`config.mk`:
```
export PLATFORM = sky130hd
export DESIGN_NAME = icache_hit_select
export DESIGN_NICKNAME = d
export VERILOG_FILES = /design/src/rtl/icache_pkg.sv /design/src/rtl/icache_hit_select.sv
export SDC_FILE = /design/constraint.sdc
export NUM_CORES = 1
export LEC_CHECK = 0
export ABC_AREA = 1
export BUFFER_PORTS_ARGS = -buffer_cell sky130_fd_sc_hd__buf_2
export CAP_MARGIN = 20
export CORE_AREA = 2 2 224 226
export DETAILED_ROUTE_END_ITERATION = 8
export DIE_AREA = 0 0 226 228
export GPL_TIMING_DRIVEN = 0
export SYNTH_ARGS = -nofsm -noshare
export SYNTH_HDL_FRONTEND = slang
export SYNTH_SLANG_ARGS = --single-unit
```
`constraint.sdc`:
```
create_clock -name clk_i -period 6.41 [get_ports clk_i]
set_input_delay 0.3205 -clock clk_i [delete_from_list [all_inputs] [get_ports clk_i]]
set_output_delay 0.3205 -clock clk_i [all_outputs]
set_load 0.02 [all_outputs]
```
`src/rtl/icache_pkg.sv`:
```
// Cache geometry constants and the structs shared between the cache blocks
`default_nettype none

package icache_pkg;

  // Geometry
  localparam int unsigned PhysAddrW = 56;
  localparam int unsigned WaysW     = 2;
  localparam int unsigned NumWays   = 4;
  localparam int unsigned SetsW     = 6;
  localparam int unsigned BeatsW    = 3;
  localparam int unsigned NumBeats  = 8;
  localparam int unsigned LineOffW  = 6;
  localparam int unsigned TagW      = PhysAddrW - SetsW - LineOffW;

  typedef struct packed {
    logic [63:0] addr;
    logic        flush;
  } fetch_req_t;

  typedef struct packed {
    logic [31:0] instr;
    logic        fault;
  } fetch_resp_t;

  typedef struct packed {
    logic [TagW-1:0] tag;
    logic            valid;
  } tag_entry_t;

  typedef logic [63:0] line_word_t;

  // Item handed from lookup to hit select, address kept down to the word half
  typedef struct packed {
    logic                 valid;
    logic [PhysAddrW-1:2] addr;
    logic                 fault;
  } stage_t;

  typedef struct packed {
    logic [PhysAddrW-LineOffW-1:0] line;
    logic [WaysW-1:0]              way;
  } refill_req_t;

  typedef struct packed {
    line_word_t data;
    logic       denied;
  } mem_beat_t;

endpackage

`default_nettype wire
```
`src/rtl/icache_hit_select.sv`:
```
// Tag compare, victim choice, eviction pointer and response generation
`timescale 1ns/1ns
`default_nettype none

module icache_hit_select import icache_pkg::*; (
  input  logic                     clk_i,
  input  logic                     rst_ni,

  input  stage_t                   stage_i,
  input  tag_entry_t [NumWays-1:0] tags_i,
  input  line_word_t [NumWays-1:0] words_i,

  output logic                     stall_o,
  output logic                     refill_start_o,
  output refill_req_t              refill_req_o,
  input  logic                     refill_done_i,
  input  logic                     refill_denied_i,

  output logic                     resp_valid_o,
  output fetch_resp_t              resp_o
);

  logic [NumWays-1:0] hit;
  logic [WaysW-1:0]   hit_way;
  logic [WaysW-1:0]   victim_way;
  logic [WaysW-1:0]   evict_q;
  logic               busy_q;
  logic               active;
  logic               miss;
  logic               deny_done;
  logic               resp_fault;
  line_word_t         hit_word;

  //////////////////////////////
  // Tag compare
  //////////////////////////////

  always_comb begin
    hit        = '0;
    hit_way    = '0;
    victim_way = evict_q;
    // Walk downwards so the lowest numbered way wins
    for (int i = NumWays - 1; i >= 0; i--) begin
      if (tags_i[i].valid &&
          tags_i[i].tag == stage_i.addr[PhysAddrW-1:LineOffW+SetsW]) begin
        hit[i]  = 1'b1;
        hit_way = WaysW'(i);
      end
      if (!tags_i[i].valid) begin
        victim_way = WaysW'(i);
      end
    end
  end

  // Stage item is ignored while a refill is outstanding
  assign active     = stage_i.valid && !busy_q;
  assign miss       = active && !stage_i.fault && !(|hit);
  assign deny_done  = busy_q && refill_done_i && refill_denied_i;
  assign stall_o    = miss || (busy_q && !deny_done);
  assign hit_word   = words_i[hit_way];
  assign resp_fault = stage_i.fault || deny_done;

  //////////////////////////////
  // State and responses
  //////////////////////////////

  always_ff @(posedge clk_i or negedge rst_ni) begin
    if (!rst_ni) begin
      busy_q         <= 1'b0;
      evict_q        <= '0;
      refill_start_o <= 1'b0;
      resp_valid_o   <= 1'b0;
    end else begin
      refill_start_o <= miss;
      resp_valid_o   <= (active && (stage_i.fault || |hit)) || deny_done;
      if (miss) begin
        busy_q  <= 1'b1;
        evict_q <= evict_q + 1'b1;
      end else if (refill_done_i) begin
        busy_q <= 1'b0;
      end
    end
  end

  always_ff @(posedge clk_i) begin
    if (miss) begin
      refill_req_o.line <= stage_i.addr[PhysAddrW-1:LineOffW];
      refill_req_o.way  <= victim_way;
    end
    resp_o.fault <= resp_fault;
    if (resp_fault) begin
      resp_o.instr <= '0;
    end else begin
      resp_o.instr <= stage_i.addr[2] ? hit_word[63:32] : hit_word[31:0];
    end
  end

  // Refill and flush keep each line in at most one way
  one_hot_hit: assert property (
    @(posedge clk_i) disable iff (!rst_ni) active |-> $onehot0(hit)
  );

endmodule

`default_nettype wire

```
==> results.md <==
* Synth Net Count at 1988
* Area Overhead vs Synth at 46.0%
* Final Cycle Share at 47.5%
* Initial antenna violation count at 5
* Yosys warning count at 0
* Row count at 82
* VDD IR-drop max at 135 uV
* Maximum clock path buffer count at 2
* Max transition margin at 52.5%
* Hold crit path type: primary input to register
* Vias per cell at 4.19
* Largest net degree at the start of global routing at 35
* Iter 0 DRT Violations at 979
* Vias at 11588
* Sequential share of the synthesized area at 26.5%
* Critical Path End Type: register
* Status: finished, final reports clean
* H-tree levels at 3
* Final Util at 26.2%
* Die W at 226 um
* Filler instances at 5682
* Startpoint Class: primary input
* Die Area at 51500 um2
* Placed instance count at 2744
* GPL Wtd Cong at 0.962
* F_max at 0.328 GHz
* Fin Setup TNS at 0 ns
* CP arrival at 3.11 ns
* Die height at 228 um
* Core area at 49300 um2
* Leak Pwr at 0.00742 uW
* Resized Gates After CTS at 0
* Post-route ant nets at 0
* Worst reg-to-reg path cell count at 6
* Initial Utilization at 18.0%
* Num CTS Buffers at 9
* Port bufs at 579
* Non-filler cells, final at 2765
* Cell area after synthesis at 8860 um2
* Distinct cells, synth at 29
* Final Hold Fails at 0
* Routed length per instance at 17.8 um
* Hold Buf Count CTS at 1
* Syn Area/Cell at 5.94 um2
* Hpwl dp at 41800 um
* Total I/O pin count at 584
* First-pass GRT wire length at 68800 um
* Final Skew at 0.0141 ns
* DRC at 0
* Crit path max fanout at 34
* Gr ovfl total at 0
* TritonCTS clock tree: yes
* Worst Hold Depth at 1
* Design Power at 1800 uW
* Clk sink count at 90
* Clk slew on worst S/H paths at 0.08 ns
* Fin crit period at 3.05 ns
* Tightest Pin Transition at 0.712 ns
* Kind of critical path: primary input to register
* #FFs+latches synth at 90
* Pins over their slew limit at 0
* Final setup violation count at 0
* CP required at 6.47 ns
* Max_cap viols at 0
* Share of cells above drive strength 1 at 32.6%
* Nets at 2580
* Vias in the first global route at 10639
* R2r setup slk at 4.51 ns
* Post-Route WL at 49300 um
* Setup Fix Bufs, Post-CTS at 0
* Total GRT Usage at 18.6%
* Cells after Synth at 1492
* Pre-Repair DR Iteration Count at 5
* Root Driver: clkbuf_16
* Clk_lat worst skew at 0.39 ns
* Unrepaired setup endpoints after global routing: false
* Pwr dens at 139 nW/um2
state kept, by name (all words and copies together) (netlist names):
register	cells
busy_q	1
refill_req_o	52
resp_o	33
refill_start_o	1
resp_valid_o	1
evict_q	2
synth_stat cells:
master | n | area [um2]
a211oi_1 | 1 | 7.51
a21oi_1 | 3 | 15.0
a311oi_1 | 1 | 8.76
buf_1 | 8 | 30.0
buf_2 | 48 | 240
buf_4 | 8 | 60.1
buf_6 | 12 | 135
clkbuf_1 | 2 | 7.51
dfrtp_1 | 5 | 125
dfxtp_1 | 33 | 661
edfxtp_1 | 52 | 1560
inv_1 | 293 | 1100
inv_2 | 10 | 37.5
nand2_1 | 410 | 1540
nand2_2 | 3 | 18.8
nand3_1 | 240 | 1200
nand3_2 | 1 | 10.0
nand3b_1 | 65 | 488
nand4_1 | 14 | 87.6
nor2_1 | 147 | 552
nor2_8 | 1 | 20.0
nor3_1 | 5 | 25.0
o21ai_0 | 46 | 230
o21ai_1 | 3 | 15.0
o22ai_1 | 6 | 37.5
or2_0 | 1 | 6.26
or2_2 | 2 | 12.5
xnor2_1 | 42 | 368
xor2_1 | 30 | 263
kinds of logic after synthesis:
group                     Yosys count  synth area share [%]
AOI/OAI and AO/OA                  60                  3.54
xor gates and xnor gates           72                  7.12
buffers and inverters             381                  18.2
DFF                                90                  26.5
and+or+nand+nor                   889                  44.7
area by class of cell:
cell class              count  area, um2  area share (%)
diodes                      4       10.0          0.0774
plain buffers              78        473            3.66
clock buffers               9        225            1.74
clock inverters             7       68.8           0.532
inverters                 303       1140            8.79
multi-input cells        1021       4900            37.9
flip-flops and latches     90       2350            18.1
well taps                 672        841            6.50
repair buffers            581       2930            22.6
per-layer routing:
| metal | share of wire [%] | vias to the layer above | global-route usage, % |
|---|---|---|---|
| li1 | - | 5765 | - |
| met3 | 7.5 | 48 | 3.34 |
| met5 | 0 | - | 0 |
| met2 | 45 | 513 | 29.5 |
| met4 | 1.8 | 0 | 4.86 |
| met1 | 46 | 5262 | 25.8 |
layout by cell type, fill, tap and decap left out, types with 2 or more instances in the layout:
master,synthesis,routed
clkbuf_16,0,9
buf_6,12,12
o21ai_0,46,46
nand4_1,14,14
clkinv_1,0,2
or2_2,2,2
a21oi_1,3,3
clkbuf_1,2,2
xnor2_1,42,42
buf_4,8,8
o21ai_1,3,3
inv_1,293,292
clkinv_4,0,2
nand2_1,410,410
nor2_1,147,147
xor2_1,30,30
diode_2,0,4
inv_2,10,11
nand2_2,3,3
edfxtp_1,52,52
dfrtp_1,5,5
buf_1,8,8
o22ai_1,6,6
buf_2,48,627
nand3b_1,65,65
nand3_1,240,240
nor3_1,5,5
dfxtp_1,33,33
power by group:
group	internal, uW	switching [uW]
clock network	302	278
logic	240	316
registers	651	13.1
total	1190	607
critical path, cell delays in order:
cell	delay, ns
buf_2	0.11
inv_1	0.14
o22ai_1	0.35
nor2_1	0.09
nand4_1	0.16
nor2_1	0.07
nand3_1	0.27
nand2_1	0.26
nor3_1	0.29
nand3_1	0.23
inv_2	0.46
buf_12	0.29
per-stage QoR:
stage / setup slack [ns] / hold slack [ns] / cell area [um2]
finish: 3.36 / 0.112 / 12900
global route: 3.25 / 0.0809 / 12900
CTS: 3.42 / 0.0654 / 12900
detailed placement: 2.97 / 0.151 / 12600
global placement: 1.82 / 0.151 / 12600
floorplan: 3.46 / 0.0249 / 8860
worst paths after layout:
path                                        start                          to
max in group asynchronous                  rst_ni      evict_q[1]$_DFFE_PN0P_
hold / removal                         stage_i[9]   refill_req_o[6]$_DFFE_PP_
hold reg to reg            evict_q[1]$_DFFE_PN0P_      evict_q[1]$_DFFE_PN0P_
min in group asynchronous                  rst_ni    refill_start_o$_DFF_PN0_
setup reg to reg               busy_q$_DFFE_PN0P_       resp_o[12]$_SDFF_PP0_
setup / recovery                      stage_i[34]  refill_req_o[26]$_DFFE_PP_
Power figures use the tool's default switching activity.
