--- src/rtl/icache_pkg.sv ---
// Cache geometry constants and the structs shared between the cache blocks
`default_nettype none

package icache_pkg;

  // Geometry
  localparam int unsigned PhysAddrW = 56;
  localparam int unsigned WaysW     = 2;
  localparam int unsigned NumWays   = 4;
  localparam int unsigned SetsW     = 6;
  localparam int unsigned BeatsW    = 3;
  localparam int unsigned NumBeats  = 8;
  localparam int unsigned LineOffW  = 6;
  localparam int unsigned TagW      = PhysAddrW - SetsW - LineOffW;

  typedef struct packed {
    logic [63:0] addr;
    logic        flush;
  } fetch_req_t;

  typedef struct packed {
    logic [31:0] instr;
    logic        fault;
  } fetch_resp_t;

  typedef struct packed {
    logic [TagW-1:0] tag;
    logic            valid;
  } tag_entry_t;

  typedef logic [63:0] line_word_t;

  // Item handed from lookup to hit select, address kept down to the word half
  typedef struct packed {
    logic                 valid;
    logic [PhysAddrW-1:2] addr;
    logic                 fault;
  } stage_t;

  typedef struct packed {
    logic [PhysAddrW-LineOffW-1:0] line;
    logic [WaysW-1:0]              way;
  } refill_req_t;

  typedef struct packed {
    line_word_t data;
    logic       denied;
  } mem_beat_t;

endpackage

`default_nettype wire
--- src/rtl/icache_refill.sv ---
// Miss handler FSM that fetches a line and writes its beats and tag
`timescale 1ns/1ns
`default_nettype none

module icache_refill import icache_pkg::*; (
  input  logic                          clk_i,
  input  logic                          rst_ni,

  input  logic                          refill_start_i,
  input  refill_req_t                   refill_req_i,

  output logic                          mem_req_valid_o,
  input  logic                          mem_req_ready_i,
  output logic [PhysAddrW-LineOffW-1:0] mem_req_addr_o,

  input  logic                          mem_beat_valid_i,
  output logic                          mem_beat_ready_o,
  input  mem_beat_t                     mem_beat_i,

  output logic                          data_wr_en_o,
  output logic                          tag_wr_en_o,
  output logic [WaysW-1:0]              wr_way_o,
  output logic [SetsW-1:0]              wr_set_o,
  output logic [BeatsW-1:0]             wr_word_o,
  output line_word_t                    wr_data_o,
  output tag_entry_t                    wr_tag_o,

  output logic                          refill_done_o,
  output logic                          refill_denied_o
);

  typedef enum logic [1:0] {
    StIdle,
    StRequest,
    StBeats,
    StDone
  } state_e;

  state_e            state_q;
  state_e            state_d;
  refill_req_t       req_q;
  logic [BeatsW-1:0] beat_q;
  logic [BeatsW:0]   taken_q;
  logic              denied_q;
  logic              beat_fire;
  logic              final_beat;
  logic              last_beat;

  assign mem_req_valid_o  = state_q == StRequest;
  assign mem_req_addr_o   = req_q.line;
  assign mem_beat_ready_o = state_q == StBeats;

  assign beat_fire  = mem_beat_valid_i && mem_beat_ready_o;
  assign final_beat = beat_q == BeatsW'(NumBeats - 1);
  // A denied beat ends the transfer on its own
  assign last_beat  = beat_fire && (mem_beat_i.denied || final_beat);

  assign data_wr_en_o = beat_fire && !mem_beat_i.denied;
  assign tag_wr_en_o  = data_wr_en_o && final_beat;
  assign wr_way_o     = req_q.way;
  assign wr_set_o     = req_q.line[SetsW-1:0];
  assign wr_word_o    = beat_q;
  assign wr_data_o    = mem_beat_i.data;
  assign wr_tag_o     = '{tag: req_q.line[PhysAddrW-LineOffW-1:SetsW], valid: 1'b1};

  assign refill_done_o   = state_q == StDone;
  assign refill_denied_o = refill_done_o && denied_q;

  always_comb begin
    state_d = state_q;
    unique case (state_q)
      StIdle: begin
        if (refill_start_i) begin
          state_d = StRequest;
        end
      end
      StRequest: begin
        if (mem_req_ready_i) begin
          state_d = StBeats;
        end
      end
      StBeats: begin
        if (last_beat) begin
          state_d = StDone;
        end
      end
      StDone: begin
        state_d = StIdle;
      end
    endcase
  end

  always_ff @(posedge clk_i or negedge rst_ni) begin
    if (!rst_ni) begin
      state_q  <= StIdle;
      beat_q   <= '0;
      taken_q  <= '0;
      denied_q <= 1'b0;
    end else begin
      state_q <= state_d;
      if (state_q == StIdle && refill_start_i) begin
        beat_q   <= '0;
        taken_q  <= '0;
        denied_q <= 1'b0;
      end else if (beat_fire) begin
        beat_q   <= beat_q + 1'b1;
        taken_q  <= taken_q + 1'b1;
        denied_q <= mem_beat_i.denied;
      end
    end
  end

  always_ff @(posedge clk_i) begin
    if (state_q == StIdle && refill_start_i) begin
      req_q <= refill_req_i;
    end
  end

  // A refill never takes more beats than one line holds
  beat_limit: assert property (
    @(posedge clk_i) disable iff (!rst_ni) beat_fire |-> taken_q < NumBeats
  );

endmodule

`default_nettype wire

--- config.mk ---
export PLATFORM = sky130hd
export DESIGN_NAME = icache_refill
export DESIGN_NICKNAME = d
export VERILOG_FILES = /design/src/rtl/icache_pkg.sv /design/src/rtl/icache_refill.sv
export SDC_FILE = /design/constraint.sdc
export NUM_CORES = 1
export LEC_CHECK = 0
export BUFFER_PORTS_ARGS = -buffer_cell sky130_fd_sc_hd__buf_2
export CORE_AREA = 2 2 116 118
export DETAILED_ROUTE_END_ITERATION = 7
export DIE_AREA = 0 0 118 120
export PLACE_DENSITY = 0.61
export RECOVER_POWER = 50
export SYNTH_ARGS = -nofsm -noshare
export SYNTH_HDL_FRONTEND = slang
export SYNTH_SLANG_ARGS = --single-unit
--- constraint.sdc ---
create_clock -name clk_i -period 8.2 [get_ports clk_i]
set_input_delay 0.82 -clock clk_i [delete_from_list [all_inputs] [get_ports clk_i]]
set_output_delay 0.82 -clock clk_i [all_outputs]
set_load 0.05 [all_outputs]
==> flow_metrics.env <==
export IMPL_outcome="finished clean"
export IMPL_antennaDiodeCount=0
export IMPL_combPwrFrac_pct=37.9
export IMPL_rsz0062_at_grt="no"
export IMPL_start_kind="flop"
export IMPL_routedWlPerCell_um=15.1
export IMPL_busiest_layer="met2"
export IMPL_synth_most_common_cell="buf_4"
export IMPL_max_slew_margin_rel_pct=5.38
export IMPL_synth_async_reset_ratio_pct=10.3
export IMPL_cts_tree="built"
export IMPL_place_area_um2=3000
export IMPL_dp_hpwl_um=5510
export IMPL_routed_via_density=3.47
export IMPL_die_h_um=120
export IMPL_h_tree_depth=3
export IMPL_synth_distinct_cells=18
export IMPL_arrival_ns=2.71
export IMPL_final_layout_size_suffix_gt1_share_pct=65.7
export IMPL_fin_area_um2=3350
export IMPL_yosys_warnings=0
export IMPL_synth_yosys_seq_area_share_pct=61.1
export IMPL_synth_enable_flop_cells=52
export IMPL_syn_nets=333
export IMPL_instances_no_fill=450
export IMPL_use_met2_pct=13.8
export IMPL_power_share_clock_pct=31.8
export IMPL_route_antenna_remaining_nets=0
export IMPL_row_count=42
export IMPL_synth_flop_cell="edfxtp_1"
export IMPL_vias=1561
export IMPL_antenna_found_initial=0
export IMPL_multiInputGateArea_um2=200
export IMPL_cts_root_buf="clkbuf_16"
export IMPL_setup_viol=0
export IMPL_cts_clk_slew_worst_paths_ns=0.05
export IMPL_grt_max_degree=37
export IMPL_drt_pass1_iter_count=5
export IMPL_min_period_ns=2.74
export IMPL_cts_made_buffers=9
export IMPL_cts_sinks=58
export IMPL_worstSetupEndpointType="flop"
export IMPL_port_buffers=168
export IMPL_power_density_nw_per_um2=425
export IMPL_nFillCells=1369
export IMPL_slew_violations=0
export IMPL_core_area_um2=13000
export IMPL_ctsResizeCount=0
export IMPL_peakVddDrop_uv=158
export IMPL_start_util_pct=21.6
export IMPL_io_pins=298
export IMPL_max_clock_path_buffers=2
export IMPL_synthToLayoutAreaGrowth_pct=19.5
export IMPL_layout_worst_path_cycle_share_pct=33.4
export IMPL_synth_commonest_cells="buf_4 (115), edfxtp_1 (52), dfrtp_1 (6), ha_1 (6), nand2_1 (4)"
export IMPL_grt_pass1_vias=1620
export IMPL_drv_cap=0
export IMPL_grt_pass1_wl_um=9580
export IMPL_use_met3_pct=6.37
export IMPL_synth_top_area_share_pct=55.8
export IMPL_worstPathRequired_ns=8.17
export IMPL_die_x_um=118
export IMPL_sw_frac_of_total_pct=42.0
export IMPL_placed_cells=434
export IMPL_fin_worst_skew_ns=0.00244
export IMPL_seqPwrFrac_pct=30.4
export IMPL_avgSynthCellArea_um2=13.7
export IMPL_fin_nets=397
export IMPL_wirelength_um=6770
export IMPL_fmax_mhz=365
export IMPL_min_path_type="in -> async"
export IMPL_synth_top_cell_by_area="edfxtp_1"
export IMPL_syn_area_um2=2800
export IMPL_postSynthCellCount=205
export IMPL_overflow=0
export IMPL_hold_viol=0
export IMPL_slowest_stage="and2_0"
export IMPL_cp_cell_sequence="inv_1, ha_1, and2_0, buf_4"
export IMPL_intPower_mw=0.824
export IMPL_fin_ws_ns=5.46
export IMPL_use_met1_pct=10.0
export IMPL_max_stage_delay_ns=1.09
export IMPL_crit_type="reg -> reg"
export IMPL_crit_family="simple AND/OR/NAND/NOR gates"
export IMPL_cts_hold_buf=0
export IMPL_crit_buf_inv=2
export IMPL_cts_setup_buffers=0
export IMPL_regArea_um2=1710
export IMPL_drtIter0Drc=40
export IMPL_grt_total_usage_pct=9.52
export IMPL_gp_congestion=0.718
export IMPL_worst_pin_slew_ns=1.42
export IMPL_ys_seq_elements=58
export IMPL_pre_cts_slack_ns=5.79
export IMPL_yosys_top_cells_area="edfxtp_1 (56%), buf_4 (31%), dfrtp_1 (5.4%)"
export IMPL_worstSkewPairLatency_ns=0.33
export IMPL_tns_ns=0
export IMPL_drt_drc_violations_left=0
export IMPL_worstPathMaxFanout=36
export IMPL_design_die_area_um2=14200
export IMPL_p_sw_mw=0.597
export IMPL_power_leakage_nw=1.51
## cell usage in the layout (no fill, tap or decap), drive strengths merged
master | synthesis | layout
a21oi | 3 | 3
a221oi | 1 | 1
and2 | 3 | 3
buf | 115 | 166
bufinv | 0 | 4
clkbuf | 1 | 13
clkinv | 0 | 2
conb | 1 | 1
dfrtp | 6 | 6
edfxtp | 52 | 52
ha | 6 | 6
inv | 3 | 3
mux2 | 1 | 1
nand2 | 4 | 4
nand3 | 3 | 3
nor2 | 2 | 2
nor2b | 1 | 1
o21ai | 1 | 1
o32a | 1 | 1
xor2 | 1 | 1
## flip-flops by register name (all words and copies together), names as in the netlist
register,flops
mem_req_addr_o,50
wr_word_o,3
denied_q,1
wr_way_o,2
state_q,2
## per-stage QoR
stage / util [%] / hold WS (ns) / total power [mW]
after floorplan: - / 0.496 / 0.987
after global placement: 23.1 / 0.525 / 0.977
after detailed placement: 23.1 / 0.526 / 0.985
after CTS: 25.9 / 0.297 / 1.45
after global routing: 25.8 / 0.390 / 1.48
final: 25.8 / 0.367 / 1.42
## routing by layer
layer | vias up | part of all wire, %
li1 | 700 | -
met1 | 703 | 37
met2 | 121 | 47
met3 | 37 | 13
met4 | 0 | 3.7
met5 | - | 0
## final timing paths
kind | cells after the start | slack, ns | end | from
worst max-delay path | 4 | 5.46 | wr_way_o[1] | state_q[0]
worst min-delay path | 1 | 0.37 | state_q[0] | rst_ni
worst max register to register | 4 | 5.46 | wr_way_o[1] | state_q[0]
worst min register to register | 2 | 0.54 | denied_q | denied_q
max in group asynchronous | 1 | 7.58 | wr_word_o[2] | rst_ni
min in group clk_i | 2 | 0.54 | denied_q | denied_q
## power by group through the flow
stage	Combinational, mW	Clock (mW)	Sequential (mW)
2_1_floorplan	0.387	0	0.600
3_3_place_gp	0.544	0	0.434
3_5_place_dp	0.549	0	0.436
4_1_cts	0.549	0.465	0.432
5_1_grt	0.563	0.480	0.439
6_report	0.538	0.451	0.431
## cells by family (layout without fill, tap and decap cells)
kind of cell               count (synthesis)  count (layout)  share of synthesized area (%)
AOI/OAI and AO/OA                          6               6                           1.74
xor gates and xnor gates                   1               1                          0.313
adders and majority gates                  6               6                           2.68
buffers and inverters                    119             188                           31.4
DFF                                       58              58                           61.1
muxes                                      1               1                          0.402
other                                      1               1                          0.134
and+or+nand+nor                           13              13                           2.23
## final cells by class
cell class	instances	area share [%]
inverter	3	0.337
clock buffer	10	6.84
tap	176	6.58
timing repair buffer	169	25.2
multi-input combinational	28	5.98
sequential	58	51.2
clock inverter	6	3.85
Note: power is estimated with default switching activity, not from simulation.
