--- src/rtl/icache_pkg.sv ---
// Cache geometry constants and the structs shared between the cache blocks
`default_nettype none

package icache_pkg;

  // Geometry
  localparam int unsigned PhysAddrW = 56;
  localparam int unsigned WaysW     = 2;
  localparam int unsigned NumWays   = 4;
  localparam int unsigned SetsW     = 6;
  localparam int unsigned BeatsW    = 3;
  localparam int unsigned NumBeats  = 8;
  localparam int unsigned LineOffW  = 6;
  localparam int unsigned TagW      = PhysAddrW - SetsW - LineOffW;

  typedef struct packed {
    logic [63:0] addr;
    logic        flush;
  } fetch_req_t;

  typedef struct packed {
    logic [31:0] instr;
    logic        fault;
  } fetch_resp_t;

  typedef struct packed {
    logic [TagW-1:0] tag;
    logic            valid;
  } tag_entry_t;

  typedef logic [63:0] line_word_t;

  // Item handed from lookup to hit select, address kept down to the word half
  typedef struct packed {
    logic                 valid;
    logic [PhysAddrW-1:2] addr;
    logic                 fault;
  } stage_t;

  typedef struct packed {
    logic [PhysAddrW-LineOffW-1:0] line;
    logic [WaysW-1:0]              way;
  } refill_req_t;

  typedef struct packed {
    line_word_t data;
    logic       denied;
  } mem_beat_t;

endpackage

`default_nettype wire
--- src/rtl/icache_flush.sv ---
// Invalidation sequencer that clears every set after reset and on request
`timescale 1ns/1ns
`default_nettype none

module icache_flush import icache_pkg::*; (
  input  logic             clk_i,
  input  logic             rst_ni,

  input  logic             flush_start_i,
  output logic             flush_busy_o,

  output logic             inv_en_o,
  output logic [SetsW-1:0] inv_set_o
);

  logic             busy_q;
  logic [SetsW-1:0] set_q;

  assign flush_busy_o = busy_q;
  // Every way of the current set is cleared at once
  assign inv_en_o     = busy_q;
  assign inv_set_o    = set_q;

  // Sweep starts straight out of reset
  always_ff @(posedge clk_i or negedge rst_ni) begin
    if (!rst_ni) begin
      busy_q <= 1'b1;
      set_q  <= '0;
    end else if (busy_q) begin
      set_q <= set_q + 1'b1;
      if (&set_q) begin
        busy_q <= 1'b0;
      end
    end else if (flush_start_i) begin
      busy_q <= 1'b1;
      set_q  <= '0;
    end
  end

endmodule

`default_nettype wire

--- config.mk ---
export PLATFORM = sky130hd
export DESIGN_NAME = icache_flush
export DESIGN_NICKNAME = d
export VERILOG_FILES = /design/src/rtl/icache_pkg.sv /design/src/rtl/icache_flush.sv
export SDC_FILE = /design/constraint.sdc
export NUM_CORES = 1
export LEC_CHECK = 0
export ABC_AREA = 1
export BUFFER_PORTS_ARGS = -buffer_cell sky130_fd_sc_hd__buf_2
export CORE_AREA = 2 2 39 41
export CTS_CLUSTER_SIZE = 16
export DETAILED_ROUTE_END_ITERATION = 8
export DIE_AREA = 0 0 41 43
export GPL_TIMING_DRIVEN = 1
export PLACE_DENSITY = 0.57
export SYNTH_ARGS = -nofsm -noshare
export SYNTH_HDL_FRONTEND = slang
export SYNTH_SLANG_ARGS = --single-unit
--- constraint.sdc ---
create_clock -name clk_i -period 1.2 [get_ports clk_i]
set_input_delay 0.12 -clock clk_i [delete_from_list [all_inputs] [get_ports clk_i]]
set_output_delay 0.12 -clock clk_i [all_outputs]
set_load 0.01 [all_outputs]
==> results of run 1 <==
flip-flops by register name, summed over array words and instances (netlist names):
| name | cells |
|---|---|
| flush_busy_o | 1 |
| inv_set_o | 6 |
path summary, 6_finish.rpt:
check | startpoint | end | cells past startpoint
max | flush_busy_o | flush_busy_o | 1
min | flush_start_i | inv_set_o[3] | 4
max reg2reg | flush_busy_o | inv_set_o[5] | 5
min reg2reg | inv_set_o[0] | inv_set_o[0] | 1
max in group asynchronous | rst_ni | flush_busy_o | 2
min in group asynchronous | rst_ni | inv_set_o[3] | 2
per-stage QoR:
stage / util [%] / hold slack (ns) / instances / area [um^2]
floorplan: - / -0.176 / 43 / 355
global placement: 30.2 / -0.0342 / 68 / 418
detailed placement: 30.2 / -0.0338 / 68 / 418
CTS: 32.8 / 0.161 / 73 / 454
global route: 32.8 / 0.201 / 73 / 454
finish: 32.8 / 0.163 / 73 / 454
routing by layer:
metal	up-vias	wire (um)	part of all wire (%)
met4	0	22	3.0
met1	135	334	45
met5	-	0	0
met3	4	50	6.8
met2	7	330	45
li1	160	-	-
timing repair:
item / 4_1_cts / 5_1_grt
endpoints found under the setup margin: 0 / 1
endpoints found under the hold margin: 7 / 0
hold buffers: 1 / 0
cell families after synthesis:
family,count (synthesis),share of synthesized area (%)
and+or+nand+nor,24,30.3
DFF,7,49.6
buffers and inverters,6,7.40
AOI/OAI and AO/OA,4,6.69
xor gates and xnor gates,1,2.47
adders and majority gates,1,3.52
cell usage in the layout, fill, tap and decap left out:
| cell type | netlist | layout |
|---|---|---|
| a22o_1 | 1 | 1 |
| buf_2 | 0 | 10 |
| clkbuf_1 | 0 | 1 |
| clkbuf_4 | 0 | 3 |
| dfrtp_1 | 6 | 6 |
| dfstp_2 | 1 | 1 |
| dlygate4sd3_1 | 0 | 1 |
| ha_1 | 1 | 1 |
| inv_1 | 5 | 5 |
| nand2_1 | 14 | 14 |
| nand2_2 | 2 | 2 |
| nand3_1 | 4 | 4 |
| nor2_1 | 3 | 3 |
| nor2_4 | 1 | 1 |
| o21ai_0 | 1 | 1 |
| o21ai_1 | 2 | 2 |
| xnor2_1 | 1 | 1 |
area by class of cell:
class	count	area share, %
clock buffers	4	5.79
inverters	5	4.13
multi-input cells	30	33.6
flip-flops and latches	7	38.8
well taps	16	4.41
repair buffers	11	13.2
power by group:
group	leakage [nW]	switching, W	total [W]	internal (W)
combinational	0.140	0.000285	0.000527	0.000243
sequential	0.0815	0.000133	0.000488	0.000354
clock	0.0150	0.0000946	0.000222	0.000127
total	0.237	0.000512	0.00124	0.000725
==> metrics.csv, run 1 <==
stage;metric;value;unit
finish;# nets final;62;
floorplanning;core area;1380;um^2
clock_network;clock sink count;7;
synthesis;synth top area cells;dfrtp_1, nand2_1, dfstp_2;
global_route;largest net degree at the start of global routing;9;
timing;Slew headroom;78.9;%
floorplanning;die area;1760;um^2
setup_path;Worst EP required;1.08;ns
setup_path;reg2reg setup slack;0.11;ns
detailed_routing;post-route ant nets;0;
synthesis;top-count cell post-synth;nand2_1;
detailed_routing;DR WL/cell;10.1;um
floorplanning;I/O pin cnt;11;
clock_network;post-CTS setup buffer count;0;
setup_path;Worst setup EP type;output port;
timing;Fin. Hold Viols;0;
synthesis;FFs w/ async S/R, synth;100;%
power_and_ir_drop;Power, Total;0.00124;W
setup_path;CP Max Fanout;8;
global_route;global-route wire length before repair;1210;um
timing;Slew Viols, Final;0;
timing;Final setup viols;0;
timing;RSZ-0062 raised after global routing;no;
synthesis;Seq/Total Area, Yosys;49.6;%
status;status;finished clean;
clock_network;Reg clk slew, reported paths;0.05;ns
timing;f_max;889;MHz
synthesis;commonest cells in the netlist;nand2_1, dfrtp_1, inv_1;
synthesis;Avg Cell Area, Syn;8.26;um^2
global_route;GR met3 Demand/Resource;5.24;%
placement;pre-CTS setup slack;0.0831;ns
synthesis;Mapped Cells;43;
global_route;GR peak layer;met1;
synthesis;syn_nets;47;
synthesis;share of the synthesized area in the top cell type;42.3;%
synthesis;Synth cell types;14;
finish;diode count;0;
global_route;initial antenna violation count;0;
global_route;Tot GR Track Use;11.4;%
synthesis;Yosys reg bits;7;
min_path;HP Class;in -> reg;
floorplanning;Die W;41;um
finish;Seq. cell area;176;um^2
setup_path;slowest CP cell;dfstp_2;
placement;DP Wirelength;560;um
floorplanning;row cnt;14;
synthesis;area leader, netlist;dfrtp_1;
timing;Worst-Margin Slew;0.315;ns
setup_path;critical-path cell list;buf_2;
power_and_ir_drop;Static Leak;0.237;nW
setup_path;critical path type;reg -> out;
clock_network;Root Buffer;clkbuf_4;
clock_network;# resized after CTS;0;
synthesis;Synth Cell Area;355;um^2
detailed_routing;drt pass-1 iters;2;
clock_network;CTS Buf Count;3;
setup_path;CP max stage delay;0.59;ns
synthesis;Top FF cell, synth;dfrtp_1;
clock_network;H-tree levels;1;
setup_path;delay-heaviest family, CP;flip-flops;
detailed_routing;DR vias;306;
global_route;vias in the first global route;290;
setup_path;Worst EP arrival;1.00;ns
placement;PortBufs;10;
global_route;M1 GR Usage;13.7;%
synthesis;number of synthesized flops with an enable pin;0;
detailed_routing;Routed WL;737;um
finish;share of cells above drive strength 1;29.8;%
timing;final setup margin;0.0752;ns
finish;area delta synth->final;27.8;%
global_route;gr ovfl total;0;
finish;area occupied by multi-input gates;153;um^2
detailed_routing;DR iter-0 viols;3;
finish;fill count;151;
global_route;met2 usage in global routing;13.4;%
setup_path;CP bufs+invs;1;
power_and_ir_drop;pwr/cell area;2720;nW/um^2
floorplanning;Initial Util;25.7;%
timing;clk_skew;0.00222;ns
clock_network;CTS Buffer Depth;2;
timing;Tmin final;1.12;ns
detailed_routing;via/cell ratio;4.19;
flow_run;# Max-Cap Violations;0;
power_and_ir_drop;VDD IR-drop max;0.744;mV
clock_network;Clk Latency, worst-skew pair;0.26;ns
timing;Final period util;93.7;%
floorplanning;Chip Height;43;um
detailed_routing;remaining routing DRC violations;0;
clock_network;CTS tree;built;
timing;setup TNS;0;ns
synthesis;Synth Warn #;0;
placement;routability congestion estimate;0.708;
setup_path;CP startpoint kind;flop;
Note: power is estimated with default switching activity, not from simulation.
==> run 2, diff against run 1 <==
--- a/config.mk
+++ b/config.mk
@@ -13,6 +13,7 @@
 export DIE_AREA = 0 0 41 43
 export GPL_TIMING_DRIVEN = 1
 export PLACE_DENSITY = 0.57
+export SETUP_SLACK_MARGIN = 0.2
 export SYNTH_ARGS = -nofsm -noshare
 export SYNTH_HDL_FRONTEND = slang
 export SYNTH_SLANG_ARGS = --single-unit
==> metrics.csv, run 2 (synthesized netlist as in run 1, its figures left out) <==
stage;metric;value;unit
status;status;finished clean;
clock_network;CTS Buf Count;3;
power_and_ir_drop;Static Leak;0.250;nW
finish;max reg flops;6;
timing;Tmin final;1.12;ns
clock_network;clock sink count;7;
timing;Final period util;93.5;%
min_path;hold endpoint;inv_set_o[4];
finish;area delta synth->final;40.1;%
global_route;initial antenna violation count;0;
timing;RSZ-0062 raised after global routing;yes;
timing;Slew headroom;88.3;%
detailed_routing;DR WL/cell;11.2;um
global_route;largest net degree at the start of global routing;9;
global_route;vias in the first global route;340;
setup_path;Reg-to-Reg End;inv_set_o[5];
global_route;gr ovfl total;0;
setup_path;R2R cell count;5;
setup_path;CP Max Fanout;7;
finish;area occupied by multi-input gates;168;um^2
clock_network;Root Buffer;clkbuf_4;
min_path;HP Class;in -> reg;
floorplanning;Chip Height;43;um
clock_network;Reg clk slew, reported paths;0.05;ns
timing;clk_skew;0.00379;ns
floorplanning;die area;1760;um^2
global_route;global-route wire length before repair;1380;um
floorplanning;I/O pin cnt;11;
placement;pre-CTS setup slack;0.100;ns
min_path;hold path depth;4;
timing;f_max;891;MHz
floorplanning;Initial Util;25.7;%
floorplanning;row cnt;14;
timing;Hold Worst Slack;0.162;ns
detailed_routing;drt pass-1 iters;2;
setup_path;Worst EP required;1.35;ns
power_and_ir_drop;pwr/cell area;2620;nW/um^2
power_and_ir_drop;VDD IR-drop max;0.822;mV
finish;fill count;159;
setup_path;Worst EP arrival;1.27;ns
flow_run;# Max-Cap Violations;0;
timing;Fin. Hold Viols;0;
floorplanning;Die W;41;um
clock_network;H-tree levels;1;
clock_network;CTS tree;built;
timing;Slew Viols, Final;0;
setup_path;Worst setup EP type;flop;
setup_path;CP startpoint kind;flop;
finish;most frequent cells in the layout;nand2_1, buf_2, inv_1, dfrtp_1;
clock_network;CTS Buffer Depth;2;
finish;# nets final;64;
detailed_routing;Routed WL;841;um
placement;DP Wirelength;591;um
finish;Seq. cell area;178;um^2
detailed_routing;DR iter-0 viols;4;
timing;Worst-Margin Slew;0.176;ns
detailed_routing;DR vias;323;
detailed_routing;remaining routing DRC violations;0;
setup_path;RR Startpoint;flush_busy_o;
setup_path;reg2reg setup slack;0.08;ns
timing;Final setup viols;0;
setup_path;critical path type;reg -> reg;
clock_network;Clk Latency, worst-skew pair;0.25;ns
detailed_routing;via/cell ratio;4.31;
min_path;Worst Hold Launch;flush_start_i;
finish;diode count;0;
floorplanning;core area;1380;um^2
placement;Placed Cells;68;
detailed_routing;post-route ant nets;0;
timing;final setup margin;0.0779;ns
placement;PortBufs;10;
finish;most common cell after layout, fill and taps aside;nand2_1;
finish;share of cells above drive strength 1;39.0;%
placement;routability congestion estimate;0.699;
setup_path;critical path startpoint;flush_busy_o;
global_route;Tot GR Track Use;12.4;%
finish;Layout Cells excl Fill;75;
## run 2: changes by cell type in the layout (fill, tap and decap cells not counted), sizes merged
cell / before / now
buf: 10 / 12
## run 2: cell type report
type,count,area share [%]
multi-input cells,30,33.7
clock buffers,4,5.28
well taps,16,4.02
inverters,5,3.77
repair buffers,13,17.6
flip-flops and latches,7,35.7
## run 2: report_power, final
group / internal [W] / switching [W] / total (W)
clock: 0.000127 / 0.0000864 / 0.000213
sequential: 0.000358 / 0.000146 / 0.000504
combinational: 0.000278 / 0.000308 / 0.000587
total: 0.000763 / 0.000541 / 0.00130
## run 2: per-layer routing
layer  wire length, um  track usage [%]  vias up
met5                 0                0        -
met4                15             6.00        0
met3                48             7.85        2
met2               436             18.4        7
met1               341             13.0      148
li1                  -                -      166
## run 2: worst max-delay path by stage
| stage | cells after the start | endpoint |
|---|---|---|
| final | 5 | inv_set_o[5] |
| after global routing | 5 | inv_set_o[5] |
| after floorplan | 5 | inv_set_o[5] |
| after global placement | 5 | inv_set_o[5] |
| after detailed placement | 5 | inv_set_o[5] |
| after CTS | 1 | inv_en_o |
## run 2: per-stage QoR
step / setup TNS, ns / utilization (%) / instance area, um^2 / power [W]
after global placement: 0 / 30.4 / 420 / 0.00102
after CTS: 0 / 35.0 / 484 / 0.00130
final: 0 / 36.0 / 498 / 0.00130
after detailed placement: 0 / 30.4 / 420 / 0.00104
after global routing: -0.00435 / 36.0 / 498 / 0.00143
after floorplan: 0 / - / 358 / 0.000854
## run 2: timing repair
item,CTS,global route
hold buffers,1,0
resized for setup,4,2
pin swaps,0,2
hold endpoints to repair,7,0
setup endpoints to repair,7,10
buffers inserted,1,1
## run 2: critical path, cell delays in order, from the launching register on
cell and delay (ns):
dfstp_2 0.62, nand2_2 0.09, nor2_4 0.13, nand3_1 0.08
nand2_1 0.06, inv_1 0.04
