**config.mk**
```make
export PLATFORM = sky130hd
export DESIGN_NAME = icache_lookup
export DESIGN_NICKNAME = d
export VERILOG_FILES = /design/src/rtl/icache_pkg.sv /design/src/rtl/icache_lookup.sv
export SDC_FILE = /design/constraint.sdc
export NUM_CORES = 1
export LEC_CHECK = 0
export BUFFER_PORTS_ARGS = -buffer_cell sky130_fd_sc_hd__buf_4
export CELL_PAD_IN_SITES_DETAIL_PLACEMENT = 0
export CELL_PAD_IN_SITES_GLOBAL_PLACEMENT = 1
export CORE_MARGIN = 2
export CORE_UTILIZATION = 37
export CTS_CLUSTER_SIZE = 14
export DETAILED_ROUTE_END_ITERATION = 7
export PLACE_DENSITY = 0.73
export SLEW_MARGIN = 10
export SYNTH_ARGS = -nofsm -noshare
export SYNTH_HDL_FRONTEND = slang
export SYNTH_SLANG_ARGS = --single-unit
```
**constraint.sdc**
```tcl
create_clock -name clk_i -period 0.9 [get_ports clk_i]
set_input_delay 0.045 -clock clk_i [delete_from_list [all_inputs] [get_ports clk_i]]
set_output_delay 0.045 -clock clk_i [all_outputs]
set_load 0.02 [all_outputs]
```
**src/rtl/icache_pkg.sv**
```systemverilog
// Cache geometry constants and the structs shared between the cache blocks
`default_nettype none

package icache_pkg;

  // Geometry
  localparam int unsigned PhysAddrW = 56;
  localparam int unsigned WaysW     = 2;
  localparam int unsigned NumWays   = 4;
  localparam int unsigned SetsW     = 6;
  localparam int unsigned BeatsW    = 3;
  localparam int unsigned NumBeats  = 8;
  localparam int unsigned LineOffW  = 6;
  localparam int unsigned TagW      = PhysAddrW - SetsW - LineOffW;

  typedef struct packed {
    logic [63:0] addr;
    logic        flush;
  } fetch_req_t;

  typedef struct packed {
    logic [31:0] instr;
    logic        fault;
  } fetch_resp_t;

  typedef struct packed {
    logic [TagW-1:0] tag;
    logic            valid;
  } tag_entry_t;

  typedef logic [63:0] line_word_t;

  // Item handed from lookup to hit select, address kept down to the word half
  typedef struct packed {
    logic                 valid;
    logic [PhysAddrW-1:2] addr;
    logic                 fault;
  } stage_t;

  typedef struct packed {
    logic [PhysAddrW-LineOffW-1:0] line;
    logic [WaysW-1:0]              way;
  } refill_req_t;

  typedef struct packed {
    line_word_t data;
    logic       denied;
  } mem_beat_t;

endpackage

`default_nettype wire
```
**src/rtl/icache_lookup.sv**
```systemverilog
// Fetch acceptance stage with canonical address check, array reads and replay
`timescale 1ns/1ns
`default_nettype none

module icache_lookup import icache_pkg::*; (
  input  logic              clk_i,
  input  logic              rst_ni,

  input  logic              fetch_valid_i,
  output logic              fetch_ready_o,
  input  fetch_req_t        fetch_req_i,

  input  logic              stall_i,
  input  logic              refill_done_i,
  input  logic              flush_busy_i,
  output logic              flush_start_o,

  output logic              rd_en_o,
  output logic [SetsW-1:0]  rd_set_o,
  output logic [BeatsW-1:0] rd_word_o,
  output stage_t            stage_o
);

  stage_t cur_q;
  stage_t new_item;
  stage_t rd_item;
  logic   flushed_q;
  logic   pipe_empty;
  logic   fetch_fire;
  logic   replay;

  assign pipe_empty = !cur_q.valid && !stage_o.valid;

  // A flush fetch is held back until its sweep has run
  assign fetch_ready_o = !stall_i && !flush_busy_i && (!fetch_req_i.flush || flushed_q);
  assign fetch_fire    = fetch_valid_i && fetch_ready_o;
  assign flush_start_o = fetch_valid_i && fetch_req_i.flush && !flushed_q && pipe_empty &&
                         !flush_busy_i;

  always_comb begin
    new_item       = '0;
    new_item.valid = fetch_fire;
    new_item.addr  = fetch_req_i.addr[PhysAddrW-1:2];
    // Physical addresses beyond the implemented width fault without touching the arrays
    new_item.fault = |fetch_req_i.addr[63:PhysAddrW-1];
  end

  // Refill done under stall re-reads the missed item, younger one waits in cur_q
  assign replay    = stall_i && refill_done_i;
  assign rd_item   = replay ? stage_o : cur_q;
  assign rd_en_o   = rd_item.valid && !rd_item.fault && (!stall_i || refill_done_i);
  assign rd_set_o  = rd_item.addr[LineOffW+SetsW-1:LineOffW];
  assign rd_word_o = rd_item.addr[LineOffW-1:3];

  always_ff @(posedge clk_i or negedge rst_ni) begin
    if (!rst_ni) begin
      cur_q     <= '0;
      stage_o   <= '0;
      flushed_q <= 1'b0;
    end else begin
      if (!stall_i) begin
        cur_q   <= new_item;
        stage_o <= cur_q;
      end
      if (flush_start_o) begin
        flushed_q <= 1'b1;
      end else if (fetch_fire) begin
        flushed_q <= 1'b0;
      end
    end
  end

endmodule

`default_nettype wire

```
==> flow_summary.json, run 1 <==
{
  "worst-setup-path-type": "reg -> out",
  "core_area_um2": 11860,
  "combinational_family_with_the_most_area_after_synthesis": "multiplexers",
  "stdcell_area_um2": 7500,
  "yosys-top-cells-count": "mux2_2, dfrtp_1, clkbuf_8, nand2_1, buf_6",
  "die-height_um": 113.7,
  "final_layout_size_suffix_gt1_share_pct": 63.34,
  "register_area_um2": 2829,
  "synthToLayoutAreaGrowth_pct": 68.56,
  "ys_async_sr_fraction_pct": 100.0,
  "grt-ovfl-total": 0,
  "worst_setup_path_endpoint": "flush_start_o",
  "synth_seq_cells": 113,
  "synth_sequential_area_ratio_pct": 63.55,
  "clk_pin_slew_worst_paths_ns": 0.05,
  "cts_tree": "built",
  "start_util_pct": 37.51,
  "synth.yosys.warnings": 0,
  "routed_wire_length_per_instance_um": 14.82,
  "fp.dieArea_um2": 12920,
  "cts_buffers": 17,
  "total_leakage_power_uw": 0.003440,
  "finish.utilization_pct": 63.23,
  "netlist.top_cell.by_area": "dfrtp_1",
  "post_synthesis_compound_gate_area_fraction_pct": 0.8999,
  "firstDrtPassIters": 4,
  "violations": "negative setup slack",
  "die_wd_um": 113.7,
  "vias_per_cell": 4.578,
  "final_weighted_congestion_in_routability_driven_placement": 0.6736,
  "grt_pass1_wl_um": 16000,
  "path_depth": 3,
  "worst-r2r-setup-slack_ns": -0.06,
  "crit_path_cell_trace": "nor4b_4 -> and2_4 -> buf_6",
  "synth_fa_ha_area_share_pct": 0,
  "final_max_slew_viol_count": 0,
  "drt-initial-drc-count": 63,
  "finalNetCount": 579,
  "detailedPlacementHpwl_um": 6178,
  "layout_setup_ws_ns": -0.5240,
  "ff2ff_path_depth": 3,
  "max_cap_viols": 0,
  "combined_buffer_and_inverter_count_along_the_critical_path": 1,
  "hold_path_class": "in -> reg",
  "floorplan.rows": 40,
  "synth.most_common_cell": "mux2_2",
  "postSynthAreaPerCell_um2": 16.73,
  "boundaryPins": 139,
  "hold_viol": 0,
  "synth_flop_cell": "dfrtp_1",
  "skew_ns": 0.003285,
  "cell_with_the_largest_stage_delay_on_the_worst_path": "dfrtp_1",
  "timing.rr.start": "cur_q[55]",
  "grt_setup_unrepaired": "true",
  "final.hold.worst_slack_ns": 0.02520,
  "grtUsageTotal_pct": 16.26,
  "required_ns": 0.85,
  "drcViolationCount": 0,
  "synth_nets": 337,
  "worst_setup_path_end_kind": "output port",
  "finalCritPeriodShare_pct": 158.2,
  "first_global_vias": 3316,
  "pin_count_of_the_biggest_net_entering_global_routing": 35,
  "report.final.setup_viol": 69,
  "ctsHtreeMaxLevel": 4,
  "post_dp_cell_area_um2": 5702,
  "synth_xor_xnor_area_share_pct": 0,
  "total_via_count_after_detailed_routing": 3058,
  "clock_latency_ns": 0.41,
  "place_ws_ns": -0.1336,
  "max_clock_freq_ghz": 0.7022,
  "drt-total-wl_um": 9903,
  "yosys-top-cells-area": "dfrtp_1, mux2_2, clkbuf_8, buf_6, nand2_1",
  "drtAntennaViolNets": 0,
  "min_period_ns": 1.424,
  "cts.path.max_buffers": 2,
  "outcome": "complete, but fails checks",
  "synth-edff-count": 0,
  "ys_types": 19,
  "peakVddDrop_v": 0.001427,
  "startpoint": "cur_q[55]",
  "worst_hold_startpoint": "fetch_req_i[64]",
  "worst_setup_path_start_kind": "flop",
  "multi_input_comb_area_um2": 1563,
  "syn_inst": 266,
  "final.fill_count": 877,
  "synthesis.area_um2": 4449,
  "num_antenna_cells": 0,
  "timing.rr.end": "flushed_q",
  "synth_simple_gate_area_share_pct": 1.912,
  "timing.slew.headroom_pct": 79.56,
  "post_synth_mux_area_share_pct": 29.61,
  "number_of_port_buffers": 136,
  "synth_top_cell_area_share_pct": 63.55,
  "grt_antenna_before_repair": 0,
  "crit_path_max_incr_delay_ns": 0.40,
  "critPathTopFamily": "simple AND/OR/NAND/NOR gates",
  "cp_max_fo": 2,
  "cts_root_buffer": "clkbuf_16",
  "critical_path_arrival_ns": 1.38,
  "actual_transition_at_the_worst_max_transition_pin_ns": 0.3067,
  "cellPowerDensity_nw_per_um2": 2213,
  "clkSinkCount": 113
}
==> layout make-up <==
| cell class | instances | area share, % |
|---|---|---|
| sequential | 113 | 37.72 |
| timing repair buffer | 236 | 30.61 |
| multi-input combinational | 138 | 20.84 |
| clock buffer | 21 | 6.139 |
| tap | 147 | 2.452 |
| clock inverter | 11 | 2.135 |
| inverter | 2 | 0.1001 |
==> cell families (layout without fill, tap and decap cells) <==
family,Yosys count,count (layout)
mux,117,117
flops,113,113
simple gates,15,15
buf+inv,15,270
compound gates,6,6
==> tightest hold or removal path: stages <==
cell	delay [ns]
buf_4	0.08
nor4_1	0.04
a32oi_1	0.21
==> metal layers <==
layer	up-vias	part of all wire, %	track usage [%]
li1	1429	-	-
met1	1512	42	18.84
met2	100	49	26.67
met3	17	6.9	6.642
met4	0	2.2	7.154
met5	-	0	0
==> stage by stage <==
stage / total power [µW] / TNS, ns / std cells
2_1_floorplan: 7511 / -0.1415 / 266
3_3_place_gp: 8741 / -4.591 / 553
3_5_place_dp: 8821 / -6.924 / 553
4_1_cts: 16640 / -11.48 / 664
5_1_grt: 17340 / -12.76 / 668
6_report: 16600 / -9.979 / 668
==> state kept, by name (all words and copies together) (netlist names) <==
register,flops
cur_q,56
flushed_q,1
stage_o,56
==> report_power, final <==
part / switching (µW) / internal [µW]
Sequential: 410 / 5730
Clock: 2210 / 4740
Combinational: 1390 / 2120
Total: 4010 / 12600
==> how the worst min path moves through the flow <==
stage               slack, ns  cells after the start        end
floorplan               -0.25                      0   cur_q[0]
global placement        -0.04                      1  cur_q[45]
detailed placement      -0.04                      1  cur_q[45]
CTS                     0.002                      3   cur_q[0]
global route             0.06                      3   cur_q[0]
finish                   0.03                      3   cur_q[0]
==> what timing repair did <==
item                                    CTS  global route
buffers inserted                         18             9
endpoints found under the hold margin   171             0
endpoints found under the setup margin   70            77
cloned                                    0             0
hold buffers                             63             0
gates resized for setup                  84            22
pin swaps                                 2             3
==> placed cells by master (no fill, tap or decap), types with 4 or more instances in the layout <==
master           n
buf_12           5
bufinv_16        4
mux2_2         104
dlygate4sd3_1   63
clkinv_2         5
dfrtp_1        112
buf_6           81
nand2_1          4
buf_4           87
clkbuf_16       17
mux2_4          13
(Power assumes the default switching activity.)
==> run 2: changes to the inputs <==
Settings changed: SETUP_SLACK_MARGIN from default to 0.1.
==> run 2 against run 1 <==
Effect of this change: the flow finishes with violations (negative hold slack, negative setup slack); critical path depth is the same; worst hold slack lost 0.041 ns; via count is the same.
==> flow_summary.json, run 2 (same netlist as run 1, synthesis figures left out) <==
{
  "cts_root_buffer": "clkbuf_16",
  "die_wd_um": 113.7,
  "floorplan.rows": 40,
  "finalNetCount": 590,
  "die-height_um": 113.7,
  "worst_setup_path_start_kind": "flop",
  "cp_max_fo": 4,
  "grt_pass1_wl_um": 16610,
  "grt_antenna_before_repair": 0,
  "layout_top_registers": "cur_q (56), stage_o (56), flushed_q (1)",
  "start_util_pct": 37.51,
  "worst-setup-path-type": "reg -> out",
  "layoutNonFillerInstCount": 679,
  "routed_wire_length_per_instance_um": 14.70,
  "drtAntennaViolNets": 0,
  "skew_ns": 0.006764,
  "placedCellCount": 557,
  "outcome": "complete, but fails checks",
  "mostFrequentLayoutCell": "buf_6",
  "ff2ff_path_depth": 3,
  "drt-initial-drc-count": 110,
  "firstDrtPassIters": 4,
  "hold_viol": 1,
  "cts.path.max_buffers": 2,
  "hold_path_class": "in -> reg",
  "violations": "negative hold slack, negative setup slack",
  "layout_setup_ws_ns": -0.4986,
  "synthToLayoutAreaGrowth_pct": 77.28,
  "peakVddDrop_v": 0.002040,
  "total_via_count_after_detailed_routing": 3058,
  "final_layout_size_suffix_gt1_share_pct": 75.38,
  "first_global_vias": 3408,
  "boundaryPins": 139,
  "worst_setup_path_endpoint": "flush_start_o",
  "num_antenna_cells": 0,
  "fp.dieArea_um2": 12920,
  "cellPowerDensity_nw_per_um2": 2103,
  "required_ns": 0.85,
  "clkSinkCount": 113,
  "min_period_ns": 1.399,
  "worst-r2r-setup-slack_ns": -0.10,
  "max_cap_viols": 0,
  "grt_setup_unrepaired": "true",
  "actual_transition_at_the_worst_max_transition_pin_ns": 0.3263,
  "finish.utilization_pct": 66.50,
  "grtUsageTotal_pct": 16.54,
  "drt-total-wl_um": 9984,
  "vias_per_cell": 4.504,
  "report.final.setup_viol": 73,
  "core_area_um2": 11860,
  "timing.slew.headroom_pct": 78.05,
  "finalCritPeriodShare_pct": 155.4,
  "final_weighted_congestion_in_routability_driven_placement": 0.7018,
  "detailedPlacementHpwl_um": 6244,
  "final_max_slew_viol_count": 0,
  "cts_buffers": 17,
  "startpoint": "stage_o[55]",
  "grt-ovfl-total": 0,
  "cts_tree": "built",
  "final.hold.worst_slack_ns": -0.01589,
  "pin_count_of_the_biggest_net_entering_global_routing": 47,
  "most-common-layout-cells": "buf_6, buf_4, mux2_4, dfrtp_1, dlygate4sd3_1",
  "total_leakage_power_uw": 0.003685,
  "clock_latency_ns": 0.39,
  "worst_setup_path_end_kind": "output port",
  "ctsHtreeMaxLevel": 4,
  "critical_path_arrival_ns": 1.35,
  "number_of_port_buffers": 136,
  "drcViolationCount": 0,
  "timing.rr.start": "stage_o[8]",
  "max_clock_freq_ghz": 0.7150,
  "timing.rr.end": "stage_o[8]",
  "clk_pin_slew_worst_paths_ns": 0.05
}
## run 2: cell types whose count changed in the layout (fill, tap and decap cells not counted), sizes merged
cell / before / now
clkinv: 5 / 4
buf: 173 / 190
bufinv: 4 / 1
dlygate4sd3: 63 / 57
clkinvlp: 2 / 0
clkbuf: 21 / 27
## run 2: critical path: stages, from the launching register on
cell and delay (ns):
dfrtp_2 0.44, nor4b_4 0.24, and2_4 0.18, buf_6 0.11
## run 2: power by group
| group | switching [µW] | total, µW | leakage, µW | internal (µW) |
|---|---|---|---|---|
| clock | 2120 | 6340 | 0.000287 | 4220 |
| combinational | 1450 | 3970 | 0.00213 | 2530 |
| sequential | 473 | 6270 | 0.00127 | 5800 |
| total | 4040 | 16600 | 0.00369 | 12500 |
## run 2: metal layers
layer,part of all wire [%],global-route usage [%]
met1,44,20.73
met2,49,26.51
met3,6.5,6.589
met4,0.71,5.122
met5,0,0
## run 2: layout make-up
type	instances	area, µm²
inverter	2	7.507
clock inverter	5	50.05
tap	147	183.9
multi-input combinational	138	1759
fill	826	3974
sequential	113	2897
clock buffer	27	523.0
timing repair buffer	247	2467
## run 2: how the worst min path moves through the flow
stage | to | start | cells past startpoint | slack (ns)
2_1_floorplan | cur_q[0] | rst_ni | 0 | -0.25
3_3_place_gp | cur_q[26] | rst_ni | 1 | -0.07
3_5_place_dp | cur_q[26] | rst_ni | 1 | -0.07
4_1_cts | cur_q[0] | fetch_req_i[61] | 3 | 0.002
5_1_grt | cur_q[0] | fetch_req_i[61] | 3 | -0.008
6_report | cur_q[0] | fetch_req_i[61] | 3 | -0.02
## run 2: per-stage QoR
stage / cell area (µm²) / worst slack [ns] / hold WS, ns / power [µW] / TNS (ns)
after floorplan: 4782 / -0.06097 / -0.2506 / 7891 / -0.1415
after global placement: 6065 / -0.1312 / -0.06723 / 9161 / -2.653
after detailed placement: 6065 / -0.1457 / -0.06664 / 9226 / -3.212
after CTS: 7731 / -0.5248 / 0.001830 / 16560 / -11.32
after global routing: 7888 / -0.5717 / -0.007756 / 17350 / -13.58
final: 7888 / -0.4986 / -0.01589 / 16580 / -10.49
## run 2: timing repair
action	4_1_cts	5_1_grt
endpoints found under the hold margin	169	0
buffers inserted	29	13
resized for setup	83	36
endpoints found under the setup margin	71	108
pin swaps	4	1
gates cloned	0	0
hold buffers	57	0
